`src/rtl/dehaze_defines.svh`:
```
// Width and constant macros for the dehaze pipeline, included by the package and stage modules
`ifndef DEHAZE_DEFINES_SVH
`define DEHAZE_DEFINES_SVH

// Channel width of one colour component
`define PIX_W 8

// Inverse atmospheric light, Q0.16
`define INV_W 16

// Transmission, Q0.14
`define T_W 14

// Reciprocal of transmission with RECIP_FRAC fraction bits
`define RECIP_W 14
`define RECIP_FRAC 10

// Haze weight omega = 1 - 2^-OMEGA_SHIFT
`define OMEGA_SHIFT 4

// Lower bound on transmission, roughly 0.1 in Q0.14
`define T_MIN 1638

// Green gradient above which a window counts as an edge
`define EDGE_THRESH 32

`endif
```
`src/rtl/dehaze_pkg.sv`:
```
// Pixel, window and light types shared by the dehaze stages and the testbench
`include "dehaze_defines.svh"

package dehaze_pkg;

    // ======================================================================
    // Pixel level types
    // ======================================================================

    // One RGB pixel with red in the top byte
    typedef struct packed {
        logic [`PIX_W-1:0] r;
        logic [`PIX_W-1:0] g;
        logic [`PIX_W-1:0] b;
    } rgb_t;

    // 3x3 neighbourhood in raster order
    // Element 0 is top left and sits in the top bits, element 4 is the centre
    typedef rgb_t [0:8] window_t;

    // ======================================================================
    // Light and side data
    // ======================================================================

    // Atmospheric light and its per-channel inverse in Q0.16
    typedef struct packed {
        rgb_t              a;
        logic [`INV_W-1:0] inv_r;
        logic [`INV_W-1:0] inv_g;
        logic [`INV_W-1:0] inv_b;
    } atmo_t;

    // Centre pixel and light waiting for the transmission
    typedef struct packed {
        rgb_t i;
        rgb_t a;
    } recov_t;

endpackage

```
`src/rtl/dehaze_top.sv`:
```
// Top level of the haze-removal back end taking one window per valid cycle and returning pixels
`timescale 1ns/1ns
`include "dehaze_defines.svh"

module dehaze_top (
    input  logic                clk,
    input  logic                rst,
    input  logic                in_valid,
    input  dehaze_pkg::window_t in_win,
    input  dehaze_pkg::atmo_t   atmo,
    output logic                out_valid,
    output dehaze_pkg::rgb_t    out_pix
);

    // Filter 1 + transmission 2 + lookup 1
    localparam int SIDE_DEPTH  = 4;
    // Adds the two recovery cycles
    localparam int VALID_DEPTH = 6;

    dehaze_pkg::rgb_t    filt;
    logic [`T_W-1:0]     t;
    logic [`RECIP_W-1:0] recip;
    dehaze_pkg::recov_t  side_in;
    dehaze_pkg::recov_t  side_out;

    // Centre pixel and light ride alongside the transmission path
    assign side_in.i = in_win[4];
    assign side_in.a = atmo.a;

    // ======================================================================
    // Transmission path
    // ======================================================================
    window_filter u_filter (
        .clk  (clk),
        .rst  (rst),
        .win  (in_win),
        .filt (filt)
    );

    transmission_estimator u_trans (
        .clk  (clk),
        .rst  (rst),
        .filt (filt),
        .atmo (atmo),
        .t    (t)
    );

    reciprocal_rom u_recip (
        .clk   (clk),
        .rst   (rst),
        .t     (t),
        .recip (recip)
    );

    // ======================================================================
    // Side data, recovery and valid tracking
    // ======================================================================
    pipe_delay #(
        .data_t (dehaze_pkg::recov_t),
        .DEPTH  (SIDE_DEPTH)
    ) u_side_delay (
        .clk (clk),
        .rst (rst),
        .d   (side_in),
        .q   (side_out)
    );

    scene_recovery u_recov (
        .clk   (clk),
        .rst   (rst),
        .side  (side_out),
        .recip (recip),
        .pix   (out_pix)
    );

    pipe_delay #(
        .data_t (logic),
        .DEPTH  (VALID_DEPTH)
    ) u_valid_delay (
        .clk (clk),
        .rst (rst),
        .d   (in_valid),
        .q   (out_valid)
    );

endmodule

```
`src/rtl/scene_recovery.sv`:
```
// Last dehaze stage that recovers radiance as A +/- |I - A|/t and clamps it to 8 bits
`timescale 1ns/1ns
`include "dehaze_defines.svh"

module scene_recovery (
    input  logic                clk,
    input  logic                rst,
    input  dehaze_pkg::recov_t  side,
    input  logic [`RECIP_W-1:0] recip,
    output dehaze_pkg::rgb_t    pix
);
    import dehaze_pkg::*;

    localparam int PROD_W = `PIX_W + `RECIP_W;
    localparam int QUOT_W = PROD_W - `RECIP_FRAC;
    localparam logic [`PIX_W-1:0] PIX_MAX = '1;

    rgb_t       scaled;
    logic [2:0] bright;
    rgb_t       scaled_q;
    rgb_t       a_q;
    logic [2:0] bright_q;
    rgb_t       radiance;

    // |I - A| * (1/t), saturated to one channel
    function automatic logic [`PIX_W-1:0] scale_diff(input logic [`PIX_W-1:0] i,
                                                     input logic [`PIX_W-1:0] a,
                                                     input logic [`RECIP_W-1:0] r);
        logic [`PIX_W-1:0] diff;
        logic [PROD_W-1:0] prod;
        logic [QUOT_W-1:0] quot;
        diff = (i >= a) ? i - a : a - i;
        prod = diff * r;
        quot = prod[PROD_W-1:`RECIP_FRAC];
        return (quot > PIX_MAX) ? PIX_MAX : quot[`PIX_W-1:0];
    endfunction

    // Move away from A in the direction I lies, clamped to 0..255
    function automatic logic [`PIX_W-1:0] recover(input logic [`PIX_W-1:0] a,
                                                  input logic [`PIX_W-1:0] s,
                                                  input logic up);
        logic [`PIX_W:0] sum;
        sum = {1'b0, a} + {1'b0, s};
        if (up) begin
            return sum[`PIX_W] ? PIX_MAX : sum[`PIX_W-1:0];
        end
        return (s > a) ? '0 : a - s;
    endfunction

    always_comb begin
        scaled.r = scale_diff(side.i.r, side.a.r, recip);
        scaled.g = scale_diff(side.i.g, side.a.g, recip);
        scaled.b = scale_diff(side.i.b, side.a.b, recip);
        bright   = {side.i.r >= side.a.r, side.i.g >= side.a.g, side.i.b >= side.a.b};

        radiance.r = recover(a_q.r, scaled_q.r, bright_q[2]);
        radiance.g = recover(a_q.g, scaled_q.g, bright_q[1]);
        radiance.b = recover(a_q.b, scaled_q.b, bright_q[0]);
    end

    always_ff @(posedge clk) begin
        if (rst) begin
            scaled_q <= '0;
            a_q      <= '0;
            bright_q <= '0;
            pix      <= '0;
        end else begin
            scaled_q <= scaled;
            a_q      <= side.a;
            bright_q <= bright;
            pix      <= radiance;
        end
    end

endmodule

```
`src/rtl/reciprocal_rom.sv`:
```
// Lookup stage that converts a Q0.14 transmission into its reciprocal for scene recovery
`timescale 1ns/1ns
`include "dehaze_defines.svh"

module reciprocal_rom (
    input  logic                clk,
    input  logic                rst,
    input  logic [`T_W-1:0]     t,
    output logic [`RECIP_W-1:0] recip
);

    localparam int IDX_SHIFT = 6;
    localparam int IDX_W     = `T_W - IDX_SHIFT;
    localparam int DEPTH     = 1 << IDX_W;
    localparam int IDX_MIN   = `T_MIN >> IDX_SHIFT;
    // Entry k is 1/(k / 2^IDX_W) scaled by 2^RECIP_FRAC
    localparam int RECIP_NUM = 1 << (IDX_W + `RECIP_FRAC);

    logic [`RECIP_W-1:0] rom [DEPTH];
    logic [IDX_W-1:0]    idx;

    // Indices under the transmission floor never occur
    function automatic logic [`RECIP_W-1:0] recip_entry(input int k);
        if (k < IDX_MIN) begin
            return '0;
        end
        return `RECIP_W'(RECIP_NUM / k);
    endfunction

    for (genvar k = 0; k < DEPTH; k++) begin : g_rom
        assign rom[k] = recip_entry(k);
    end

    assign idx = t[`T_W-1:IDX_SHIFT];

    always_ff @(posedge clk) begin
        if (rst) begin
            recip <= '0;
        end else begin
            recip <= rom[idx];
        end
    end

    // Relies on the floor applied by the transmission stage
    a_idx_floor: assert property (@(posedge clk) disable iff (rst)
        !$past(rst) |-> idx >= IDX_MIN);

endmodule

```
`src/rtl/transmission_estimator.sv`:
```
// Transmission stage that turns the darkest filtered channel into a bounded Q0.14 transmission
`timescale 1ns/1ns
`include "dehaze_defines.svh"

module transmission_estimator (
    input  logic              clk,
    input  logic              rst,
    input  dehaze_pkg::rgb_t  filt,
    input  dehaze_pkg::atmo_t atmo,
    output logic [`T_W-1:0]   t
);

    localparam int PROD_W  = `INV_W + `PIX_W;
    // Q0.16 product down to Q0.14
    localparam int Q_SHIFT = `INV_W - `T_W;
    localparam logic [`T_W-1:0] T_MAX = '1;
    localparam logic [`T_W:0]   T_ONE = 1 << `T_W;
    // Unity in the Q0.16 format of the inverse light
    localparam logic [PROD_W:0] INV_ONE = 1 << `INV_W;

    logic [`PIX_W-1:0]          f_min;
    logic [`INV_W-1:0]          inv_min;
    logic [`INV_W-1:0]          inv_scaled;
    logic [PROD_W-1:0]          prod_full;
    logic [PROD_W-Q_SHIFT-1:0]  prod_q14;
    logic [`T_W-1:0]            prod_sat;
    logic [`T_W-1:0]            prod_q;
    logic [`T_W:0]              t_raw;
    logic [`T_W-1:0]            t_next;

    // Inverse within one step of 2^16 / A
    function automatic logic inv_matches(input logic [`PIX_W-1:0] a,
                                         input logic [`INV_W-1:0] inv);
        logic [PROD_W:0] prod;
        prod = a * inv;
        return (prod + a > INV_ONE) && (prod < INV_ONE + a);
    endfunction

    // ======================================================================
    // Cycle 1, dark channel times omega over A
    // ======================================================================
    always_comb begin
        // Ties go to red, then green
        if (filt.r <= filt.g && filt.r <= filt.b) begin
            f_min   = filt.r;
            inv_min = atmo.inv_r;
        end else if (filt.g <= filt.b) begin
            f_min   = filt.g;
            inv_min = atmo.inv_g;
        end else begin
            f_min   = filt.b;
            inv_min = atmo.inv_b;
        end
        inv_scaled = inv_min - (inv_min >> `OMEGA_SHIFT);
        prod_full  = inv_scaled * f_min;
        prod_q14   = prod_full[PROD_W-1:Q_SHIFT];
        prod_sat   = (prod_q14 > T_MAX) ? T_MAX : prod_q14[`T_W-1:0];
    end

    // ======================================================================
    // Cycle 2, t = 1 - product with a floor
    // ======================================================================
    always_comb begin
        t_raw = T_ONE - {1'b0, prod_q};
        if (t_raw[`T_W]) begin
            // Full unity does not fit in Q0.14
            t_next = T_MAX;
        end else if (t_raw < `T_MIN) begin
            t_next = `T_MIN;
        end else begin
            t_next = t_raw[`T_W-1:0];
        end
    end

    always_ff @(posedge clk) begin
        if (rst) begin
            prod_q <= '0;
            t      <= '0;
        end else begin
            prod_q <= prod_sat;
            t      <= t_next;
        end
    end

    // The product only estimates I/A when each inverse belongs to its light
    a_inv_match: assert property (@(posedge clk) disable iff (rst)
        inv_matches(atmo.a.r, atmo.inv_r) && inv_matches(atmo.a.g, atmo.inv_g) &&
        inv_matches(atmo.a.b, atmo.inv_b));

endmodule

```
`src/rtl/window_filter.sv`:
```
// First dehaze stage that smooths each colour of a 3x3 window unless the green channel shows an edge
`timescale 1ns/1ns
`include "dehaze_defines.svh"

module window_filter (
    input  logic                clk,
    input  logic                rst,
    input  dehaze_pkg::window_t win,
    output dehaze_pkg::rgb_t    filt
);
    import dehaze_pkg::*;

    // Raster positions inside the window
    localparam int UP    = 1;
    localparam int LEFT  = 3;
    localparam int CTR   = 4;
    localparam int RIGHT = 5;
    localparam int DOWN  = 7;

    // Gaussian weights sum to 16
    localparam int ACC_W = `PIX_W + 4;

    logic [0:8][`PIX_W-1:0] ch_r;
    logic [0:8][`PIX_W-1:0] ch_g;
    logic [0:8][`PIX_W-1:0] ch_b;
    logic [`PIX_W-1:0]      grad_h;
    logic [`PIX_W-1:0]      grad_v;
    logic                   is_edge;
    rgb_t                   smooth;

    function automatic logic [`PIX_W-1:0] abs_diff(input logic [`PIX_W-1:0] x,
                                                   input logic [`PIX_W-1:0] y);
        return (x >= y) ? x - y : y - x;
    endfunction

    // 1-2-1 / 2-4-2 / 1-2-1 kernel, normalised by 16
    function automatic logic [`PIX_W-1:0] gauss3x3(input logic [0:8][`PIX_W-1:0] p);
        logic [ACC_W-1:0] acc;
        acc = ACC_W'(p[0]) + ACC_W'(p[2]) + ACC_W'(p[6]) + ACC_W'(p[8]);
        acc = acc + (ACC_W'(p[1]) << 1) + (ACC_W'(p[3]) << 1);
        acc = acc + (ACC_W'(p[5]) << 1) + (ACC_W'(p[7]) << 1);
        acc = acc + (ACC_W'(p[4]) << 2);
        return acc[ACC_W-1:4];
    endfunction

    // Split the window into per-channel planes
    always_comb begin
        for (int k = 0; k < 9; k++) begin
            ch_r[k] = win[k].r;
            ch_g[k] = win[k].g;
            ch_b[k] = win[k].b;
        end
    end

    // ======================================================================
    // Edge decision from green gradients
    // ======================================================================
    assign grad_h  = abs_diff(win[LEFT].g, win[RIGHT].g);
    assign grad_v  = abs_diff(win[UP].g, win[DOWN].g);
    assign is_edge = (grad_h > `EDGE_THRESH) || (grad_v > `EDGE_THRESH);

    // Edges keep the centre so detail is not blurred
    always_comb begin
        smooth.r = is_edge ? win[CTR].r : gauss3x3(ch_r);
        smooth.g = is_edge ? win[CTR].g : gauss3x3(ch_g);
        smooth.b = is_edge ? win[CTR].b : gauss3x3(ch_b);
    end

    always_ff @(posedge clk) begin
        if (rst) begin
            filt <= '0;
        end else begin
            filt <= smooth;
        end
    end

endmodule

```
`src/rtl/pipe_delay.sv`:
```
// Register chain of fixed depth that keeps side data aligned with the pipeline stages
`timescale 1ns/1ns

module pipe_delay #(
    parameter type data_t = logic,
    parameter int  DEPTH  = 1
) (
    input  logic  clk,
    input  logic  rst,
    input  data_t d,
    output data_t q
);

    data_t stage [DEPTH];

    always_ff @(posedge clk) begin
        if (rst) begin
            for (int k = 0; k < DEPTH; k++) begin
                stage[k] <= '0;
            end
        end else begin
            stage[0] <= d;
            // Shift towards the output
            for (int k = 1; k < DEPTH; k++) begin
                stage[k] <= stage[k-1];
            end
        end
    end

    assign q = stage[DEPTH-1];

endmodule

```
`config.mk`:
```
export PLATFORM = sky130hd
export DESIGN_NAME = dehaze_top
export DESIGN_NICKNAME = d
export VERILOG_FILES = /design/src/rtl/dehaze_pkg.sv /design/src/rtl/dehaze_top.sv /design/src/rtl/scene_recovery.sv /design/src/rtl/reciprocal_rom.sv /design/src/rtl/transmission_estimator.sv /design/src/rtl/window_filter.sv /design/src/rtl/pipe_delay.sv
export VERILOG_INCLUDE_DIRS = /design/src /design/src/rtl
export SDC_FILE = /design/constraint.sdc
export NUM_CORES = 2
export LEC_CHECK = 0
export ABC_CLOCK_PERIOD_IN_PS = 11050
export BUFFER_PORTS_ARGS = -buffer_cell sky130_fd_sc_hd__buf_2
export CELL_PAD_IN_SITES_DETAIL_PLACEMENT = 0
export CELL_PAD_IN_SITES_GLOBAL_PLACEMENT = 1
export CORE_MARGIN = 2
export CORE_UTILIZATION = 48
export CTS_BUF_LIST = sky130_fd_sc_hd__clkbuf_8 sky130_fd_sc_hd__clkbuf_16
export DETAILED_ROUTE_END_ITERATION = 7
export HOLD_SLACK_MARGIN = 0.12
export PLACE_DENSITY = 0.92
export SYNTH_ARGS = -nofsm -noshare
export SYNTH_HDL_FRONTEND = slang
export SYNTH_SLANG_ARGS = --single-unit
```
`constraint.sdc`:
```
create_clock -name clk -period 11.05 [get_ports clk]
set_input_delay 1.105 -clock clk [delete_from_list [all_inputs] [get_ports clk]]
set_output_delay 1.105 -clock clk [all_outputs]
set_load 0.05 [all_outputs]
```
======== After elaboration in Yosys (flattened, before gate mapping) ========
Memory sizes are Yosys's and may differ from the RTL's. A register that Yosys moved wholly into a read port is not among the register bits.
Index checks and enable logic that the tools add are counted.
W data, S select, Z words.
cells by class
  reductions and logical operators ........ 2
  bitwise logic cells ..................... 11
  add/subtract/negate cells ............... 42
  multiply operators ...................... 4
  multiplexer cells ....................... 46
  magnitude comparators ................... 18
operator list
  operator                  count
  $mux W8                   25
  $mux W48                  4
  $add A12 B9 Y12           12
  $sub A8 B8 Y8             13
  $add A12 B8 Y12           6
  $mul A8 B14 Y22           3
  $add A8 B8 Y9             6
  $mux W14                  3
  $ge A8 B8 Y1              5
  $add A12 B10 Y12          3
  $gt A12 B8 Y1 const B     3
  $mux W16                  2
  $gt A8 B8 Y1              3
  $le A8 B8 Y1              3
  $mul A16 B8 Y24           1
  $gt A22 B14 Y1 const B    1
  $gt A8 B6 Y1 const B      2
  $sub A16 B12 Y16          1
  $lt A15 B11 Y1 const B    1
  $sub A15 B14 Y15 const A  1
  $mux W1                   12
  $or A1 B1 Y1              10
  $not A8 Y9                1
  $logic_and A1 B1 Y1       1
  $logic_or A1 B1 Y1        1
storage, ports and cells
  word-level logic and storage cells ...... 141
  bits of input ports ..................... 291
  memories ................................ 3
  memory bits (writable) .................. 198
  memory bits (read-only) ................. 3584
  flip-flop bits (word level) ............. 127
  output and inout port bits .............. 25
memories
  name                 words  bits a word  rd ports  clocked after memory_dff  wr ports  RTL line              text
  (no name shown)      256    14           1         1                         0         reciprocal_rom.sv:40  recip <= rom[idx];
  u_side_delay.stage   4      48           4         0                         4         pipe_delay.sv:14      data_t stage [DEPTH];
  u_valid_delay.stage  6      1            6         0                         6         pipe_delay.sv:14

======== Longest topological paths before layout ========
  word-level depth ........................ 9
  mapped depth ............................ 45
  mapped depth without buffers ............ 41

======== Modules after synthesis ========
Synthesis repeated with hierarchy kept, for this count alone.
unflattened totals
  cells, all modules ...................... 4809
  area, all modules ....................... 41084.4 um^2
by module, submodules not included
  module                      seq. area each (um^2)  cells each  area each (um^2)  instances
  scene_recovery              1501.4                 2153        17591.9           1
  window_filter               480.5                  814         7568.5            1
  transmission_estimator      560.5                  883         7218.2            1
  pipe_delay (u_side_delay)   3843.7                 405         5148.7            1
  reciprocal_rom              280.3                  542         3399.5            1
  pipe_delay (u_valid_delay)  120.1                  12          157.7             1

======== Least setup slack after synthesis ========
Ideal clock, no wire load.
  path type ............................... register -> register
  from .................................... reg, netlist name u_filter.filt[9]
  to ...................................... reg u_trans.prod_q[10]
  path buffers ............................ 3
  path slack .............................. 1.715 ns
  required time ........................... 10.917 ns
  setup time .............................. 0.133 ns
  cell stages (with the launch flop) ...... 43
  clock period less this slack ............ 9.335 ns
  arrival ................................. 9.202 ns
  cells stage by stage .................... dfxtp_1 inv_1 ha_1 nor2b_1 o21a_1 o21a_1 o21a_1 o31a_1 nor2_1 clkbuf_1 clkbuf_1 nand2_1 o21ai_0 inv_1 ha_1 nor2b_1 o21ai_0 nand2b_1 (+7 left out) fa_1 inv_1 fa_1 fa_1 fa_1 inv_1 ha_1 a21o_1 a211oi_1 o21ai_0 a21oi_1 o22a_1 a211o_1 mux2i_1 o21ai_0 nor4b_1 clkbuf_1 a21oi_1
on the way
  longest elaborated chain between the ends .. 7
  elaborated cells on any way between the ends .. 11
  those cells by class .................... add/sub (1); mul (1); order compare (3); mux (5); reduce/logical (1)
ends and longest elaborated chain
  element                                                 RTL line                                                    text
  $le A8 B8 Y1 (on tied branches)                         transmission_estimator.sv:47, transmission_estimator.sv:44
  $mux W16 / $logic_and A1 B1 Y1 (equally long branches)  transmission_estimator.sv:47, transmission_estimator.sv:44
  $mux W16                                                transmission_estimator.sv:44                                if (filt.r <= filt.g && filt.r <= filt.b) begin
  $sub A16 B12 Y16                                        transmission_estimator.sv:54                                inv_scaled = inv_min - (inv_min >> `OMEGA_SHIFT);
  $mul A16 B8 Y24 *                                       transmission_estimator.sv:55                                prod_full = inv_scaled * f_min;
  $gt A22 B14 Y1                                          transmission_estimator.sv:57                                prod_sat = (prod_q14 > T_MAX) ? T_MAX : prod_q14[`T_W-1:0];
  $mux W14 *                                              transmission_estimator.sv:57
  end signal, assigned                                    transmission_estimator.sv:80                                prod_q <= prod_sat;
  end, declared                                           transmission_estimator.sv:27                                logic [`T_W-1:0] prod_q;
Mark *: on every way between the ends. The rest lies on a longest branch, timed or not.
A chain may end at the register's enable or synchronous reset.

======== Worst setup path in the final report ========
  from .................................... reg, netlist name u_filter.filt[1]
  to ...................................... reg u_trans.prod_q[3]
on the way
  longest elaborated chain between the ends .. 7
  elaborated cells on any way between the ends .. 11
  those cells by class .................... add/sub (1); mul (1); order compare (3); mux (5); reduce/logical (1)
ends and longest elaborated chain
  element                                                 RTL line
  $le A8 B8 Y1 (on tied branches)                         transmission_estimator.sv:47, transmission_estimator.sv:44
  $mux W16 / $logic_and A1 B1 Y1 (equally long branches)  transmission_estimator.sv:47, transmission_estimator.sv:44
  $mux W16                                                transmission_estimator.sv:44
  $sub A16 B12 Y16                                        transmission_estimator.sv:54
  $mul A16 B8 Y24 *                                       transmission_estimator.sv:55
  $gt A22 B14 Y1                                          transmission_estimator.sv:57
  $mux W14 *                                              transmission_estimator.sv:57
Marks and branches as above.

==> results.yml <==
place:
  gp_congestion: 0.948
  dp_hpwl_um: 74400
  io_buffer_count: 315
  pre_cts_ws_ps: 1540
power_and_ir_drop:
  p_leak_nw: 19.7
  powerDensity_nw_per_um2: 296
  p_total_mw: 12.3
  ir_worst_vdd_uv: 422
timing:
  fin_crit_sh_pct: 86.7
  whs_ps: 428
  drv_slew: 0
  relSlewSlack_pct: 17.6
  skew_ps: 66.2
  hold_viol_final: 0
  min_period_ps: 9580
  worst_slew_pin_slew_ps: 1230
  final-setup-viol-count: 0
  fmax_mhz: 104
  setup_slack_ps: 1470
  totalNegativeSetupSlack_ps: 0
  rsz0062_at_grt: "false"
clock_network:
  holdBufCountCts: 0
  cts_tree: "yes"
  cts_buffers: 40
  post_cts_buffers: 0
  cts.sinks: 333
  clock_path_buffers: 3
  clock-root-buffer: "clkbuf_16"
  insertion_delay_ps: 600
  ctsResizeCount: 0
  h-tree-depth: 2
  clkTransAtPathRegs_ps: 70
global_routing:
  gr-usage-all-layers_pct: 23.2
  grt_max_degree: 206
  antenna_found_initial: 14
  grt_pass1_wl_um: 154000
  use_met3_pct: 3.48
  grt_pass1_vias: 30435
  overflow: 0
  busiest_layer: "met2"
  use_met1_pct: 30.2
  use_met2_pct: 39.1
routing:
  antenna_left: 0
  wire_per_inst_um: 16.6
  drt-vias-per-instance: 5.31
  route.detailed.drc: 0
  vias: 30009
  drt_iter0_drc: 1923
  drt-total-wl_um: 93600
  dr.pass1.iters: 7
min_path:
  min_path_type: "register to register"
  hold_start: "u_side_delay.stage[2][12]"
critical_path:
  crit_fanout: 14
  crit_top_cell: "o21ai_0"
  startpoint: "u_filter.filt[1]"
  critPathMaxStageDelay_ps: 540
  cp.required_ps: 11470
  reg2reg_from: "u_filter.filt[1]"
  path_class: "register to register"
  critPathCaptureType: "register"
  crit_arrival_ps: 10000
  critPathLaunchType: "register"
  slowest_stage: "fa_1"
die:
  die_h_um: 284
  core_um2: 77600
  initial_core_util_pct: 48.5
  ios: 316
  fp-row-count: 102
  dieArea_um2: 80700
  die_w_um: 284
final_layout:
  nNetsFinal: 5707
  areaGrowthSynthToFinish_pct: 10.4
  drive_gt1_share_pct: 11.3
  utilization_pct: 53.6
yosys:
  synth_enable_flop_cells: 0
  yosys_warnings: 0
  netlist_instances: 4349
  synth-main-ff-cell: "dfxtp_1"
  synth_fp_nets: 5484
  netlist-cell-type-count: 84
  yosysSeqAreaShare_pct: 17.7
  synthesis.area_um2: 37700
  ys_ff_latch: 333
  avgSynthCellArea_um2: 8.66
  ys_async_sr_fraction_pct: 0
run:
  max_cap_viol_count: 0
run_status:
  status: "complete, no violations"
sequential cells by signal, summed over array words and instances (netlist names):
| name | flops |
|---|---|
| u_valid_delay.stage | 6 |
| u_recov.bright_q | 3 |
| u_recov.scaled_q | 24 |
| u_filter.filt | 24 |
| u_trans.prod_q | 14 |
| u_recov.a_q | 24 |
| u_recov.pix | 24 |
| u_trans.t | 8 |
| u_recip.recip | 14 |
| u_side_delay.stage | 192 |
layer usage:
layer / vias up / routed length [um] / part of all wire (%)
met5: - / 75 / 0.080
met4: 12 / 3100 / 3.3
met3: 182 / 5860 / 6.3
met2: 1022 / 44300 / 47
met1: 14267 / 40300 / 43
li1: 14526 / - / -
cells in the mapped netlist (all sizes together), types with 5 or more instances:
cell type / n / area [um^2]
and3: 21 / 131
a311oi: 23 / 201
nor4: 10 / 62.6
dfxtp: 333 / 6670
nor2b: 283 / 1770
a31oi: 27 / 169
o21a: 28 / 210
nand4b: 7 / 61.3
o311ai: 11 / 96.3
nor3: 36 / 180
nand2: 296 / 1120
a21o: 76 / 571
or2: 36 / 225
nand4: 18 / 113
o21bai: 58 / 435
nand2b: 55 / 344
ha: 392 / 4900
mux2: 37 / 492
and2: 125 / 782
a21oi: 272 / 1370
a2111oi: 6 / 52.6
clkbuf: 155 / 582
a221oi: 11 / 96.3
o31ai: 10 / 75.1
nand3b: 5 / 37.5
fa: 452 / 9050
inv: 687 / 2580
xor2: 41 / 359
a22oi: 6 / 45.0
xnor2: 87 / 762
o22ai: 11 / 68.8
nor2: 303 / 1140
o211ai: 27 / 208
mux2i: 42 / 420
a311o: 9 / 90.1
nand3: 53 / 265
a211oi: 33 / 253
o221ai: 12 / 105
a21boi: 9 / 67.6
o21ai: 163 / 820
buf: 24 / 125
worst max-delay path, delay by kind of cell, from the launching register on:
kind	cells	cell delay [ps]
and+or+nand+nor	5	740
buffers and inverters	6	720
AOI/OAI and AO/OA	19	3890
adders and majority gates	7	3030
DFF	1	330
xor gates and xnor gates	1	520
muxes	2	170
layout make-up:
| cell class | instances | area [um^2] |
|---|---|---|
| fill | 7250 | 36000 |
| clock buffer | 42 | 1030 |
| antenna | 6 | 15.0 |
| inverter | 688 | 2580 |
| timing repair buffer | 360 | 1940 |
| multi-input combinational | 3149 | 27700 |
| tap | 1040 | 1300 |
| clock inverter | 31 | 344 |
| sequential | 333 | 6670 |
worst paths after layout:
kind	slack (ps)	cells after the start	end
max	1470	40	u_trans.prod_q[3]
min	430	1	u_side_delay.stage[3][12]
max reg2reg	1470	40	u_trans.prod_q[3]
min reg2reg	430	1	u_side_delay.stage[3][12]
cells in the final DEF, fill, tap and decap left out, types with 53 or more instances in the layout:
cell type / netlist / final
a21o_1: 76 / 76
a21oi_1: 271 / 270
and2_1: 125 / 125
buf_2: 4 / 314
dfxtp_1: 333 / 330
fa_1: 452 / 452
ha_1: 392 / 392
inv_1: 687 / 691
nand2_1: 294 / 294
nand2b_1: 55 / 55
nand3_1: 53 / 53
nor2_1: 303 / 302
nor2b_1: 283 / 283
o21ai_0: 152 / 152
o21bai_1: 58 / 58
xnor2_1: 87 / 87
per-stage QoR:
| step | cell area (um^2) | std cells |
|---|---|---|
| after floorplan | 37700 | 4349 |
| after global placement | 40200 | 5570 |
| after detailed placement | 40200 | 5570 |
| after CTS | 41600 | 5643 |
| after global routing | 41600 | 5647 |
| final | 41600 | 5649 |
kinds of logic (layout without fill, tap and decap cells):
group	Yosys count	count (layout)	synth area share (%)
AND/OR/NAND/NOR	1265	1265	16.9
buffers and inverters	867	1121	8.73
adder cells (fa/ha/maj)	844	844	37.1
AO/OA/AOI/OAI	830	830	14.0
flip-flops	333	333	17.7
XOR/XNOR	128	128	2.98
multiplexers	82	82	2.60
other	0	6	0
power breakdown:
part / total, mW / switching [mW] / internal [mW]
Combinational: 9.40 / 5.59 / 3.81
Clock: 1.35 / 0.579 / 0.768
Sequential: 1.55 / 0.198 / 1.36
Note: power is estimated with default switching activity, not from simulation.
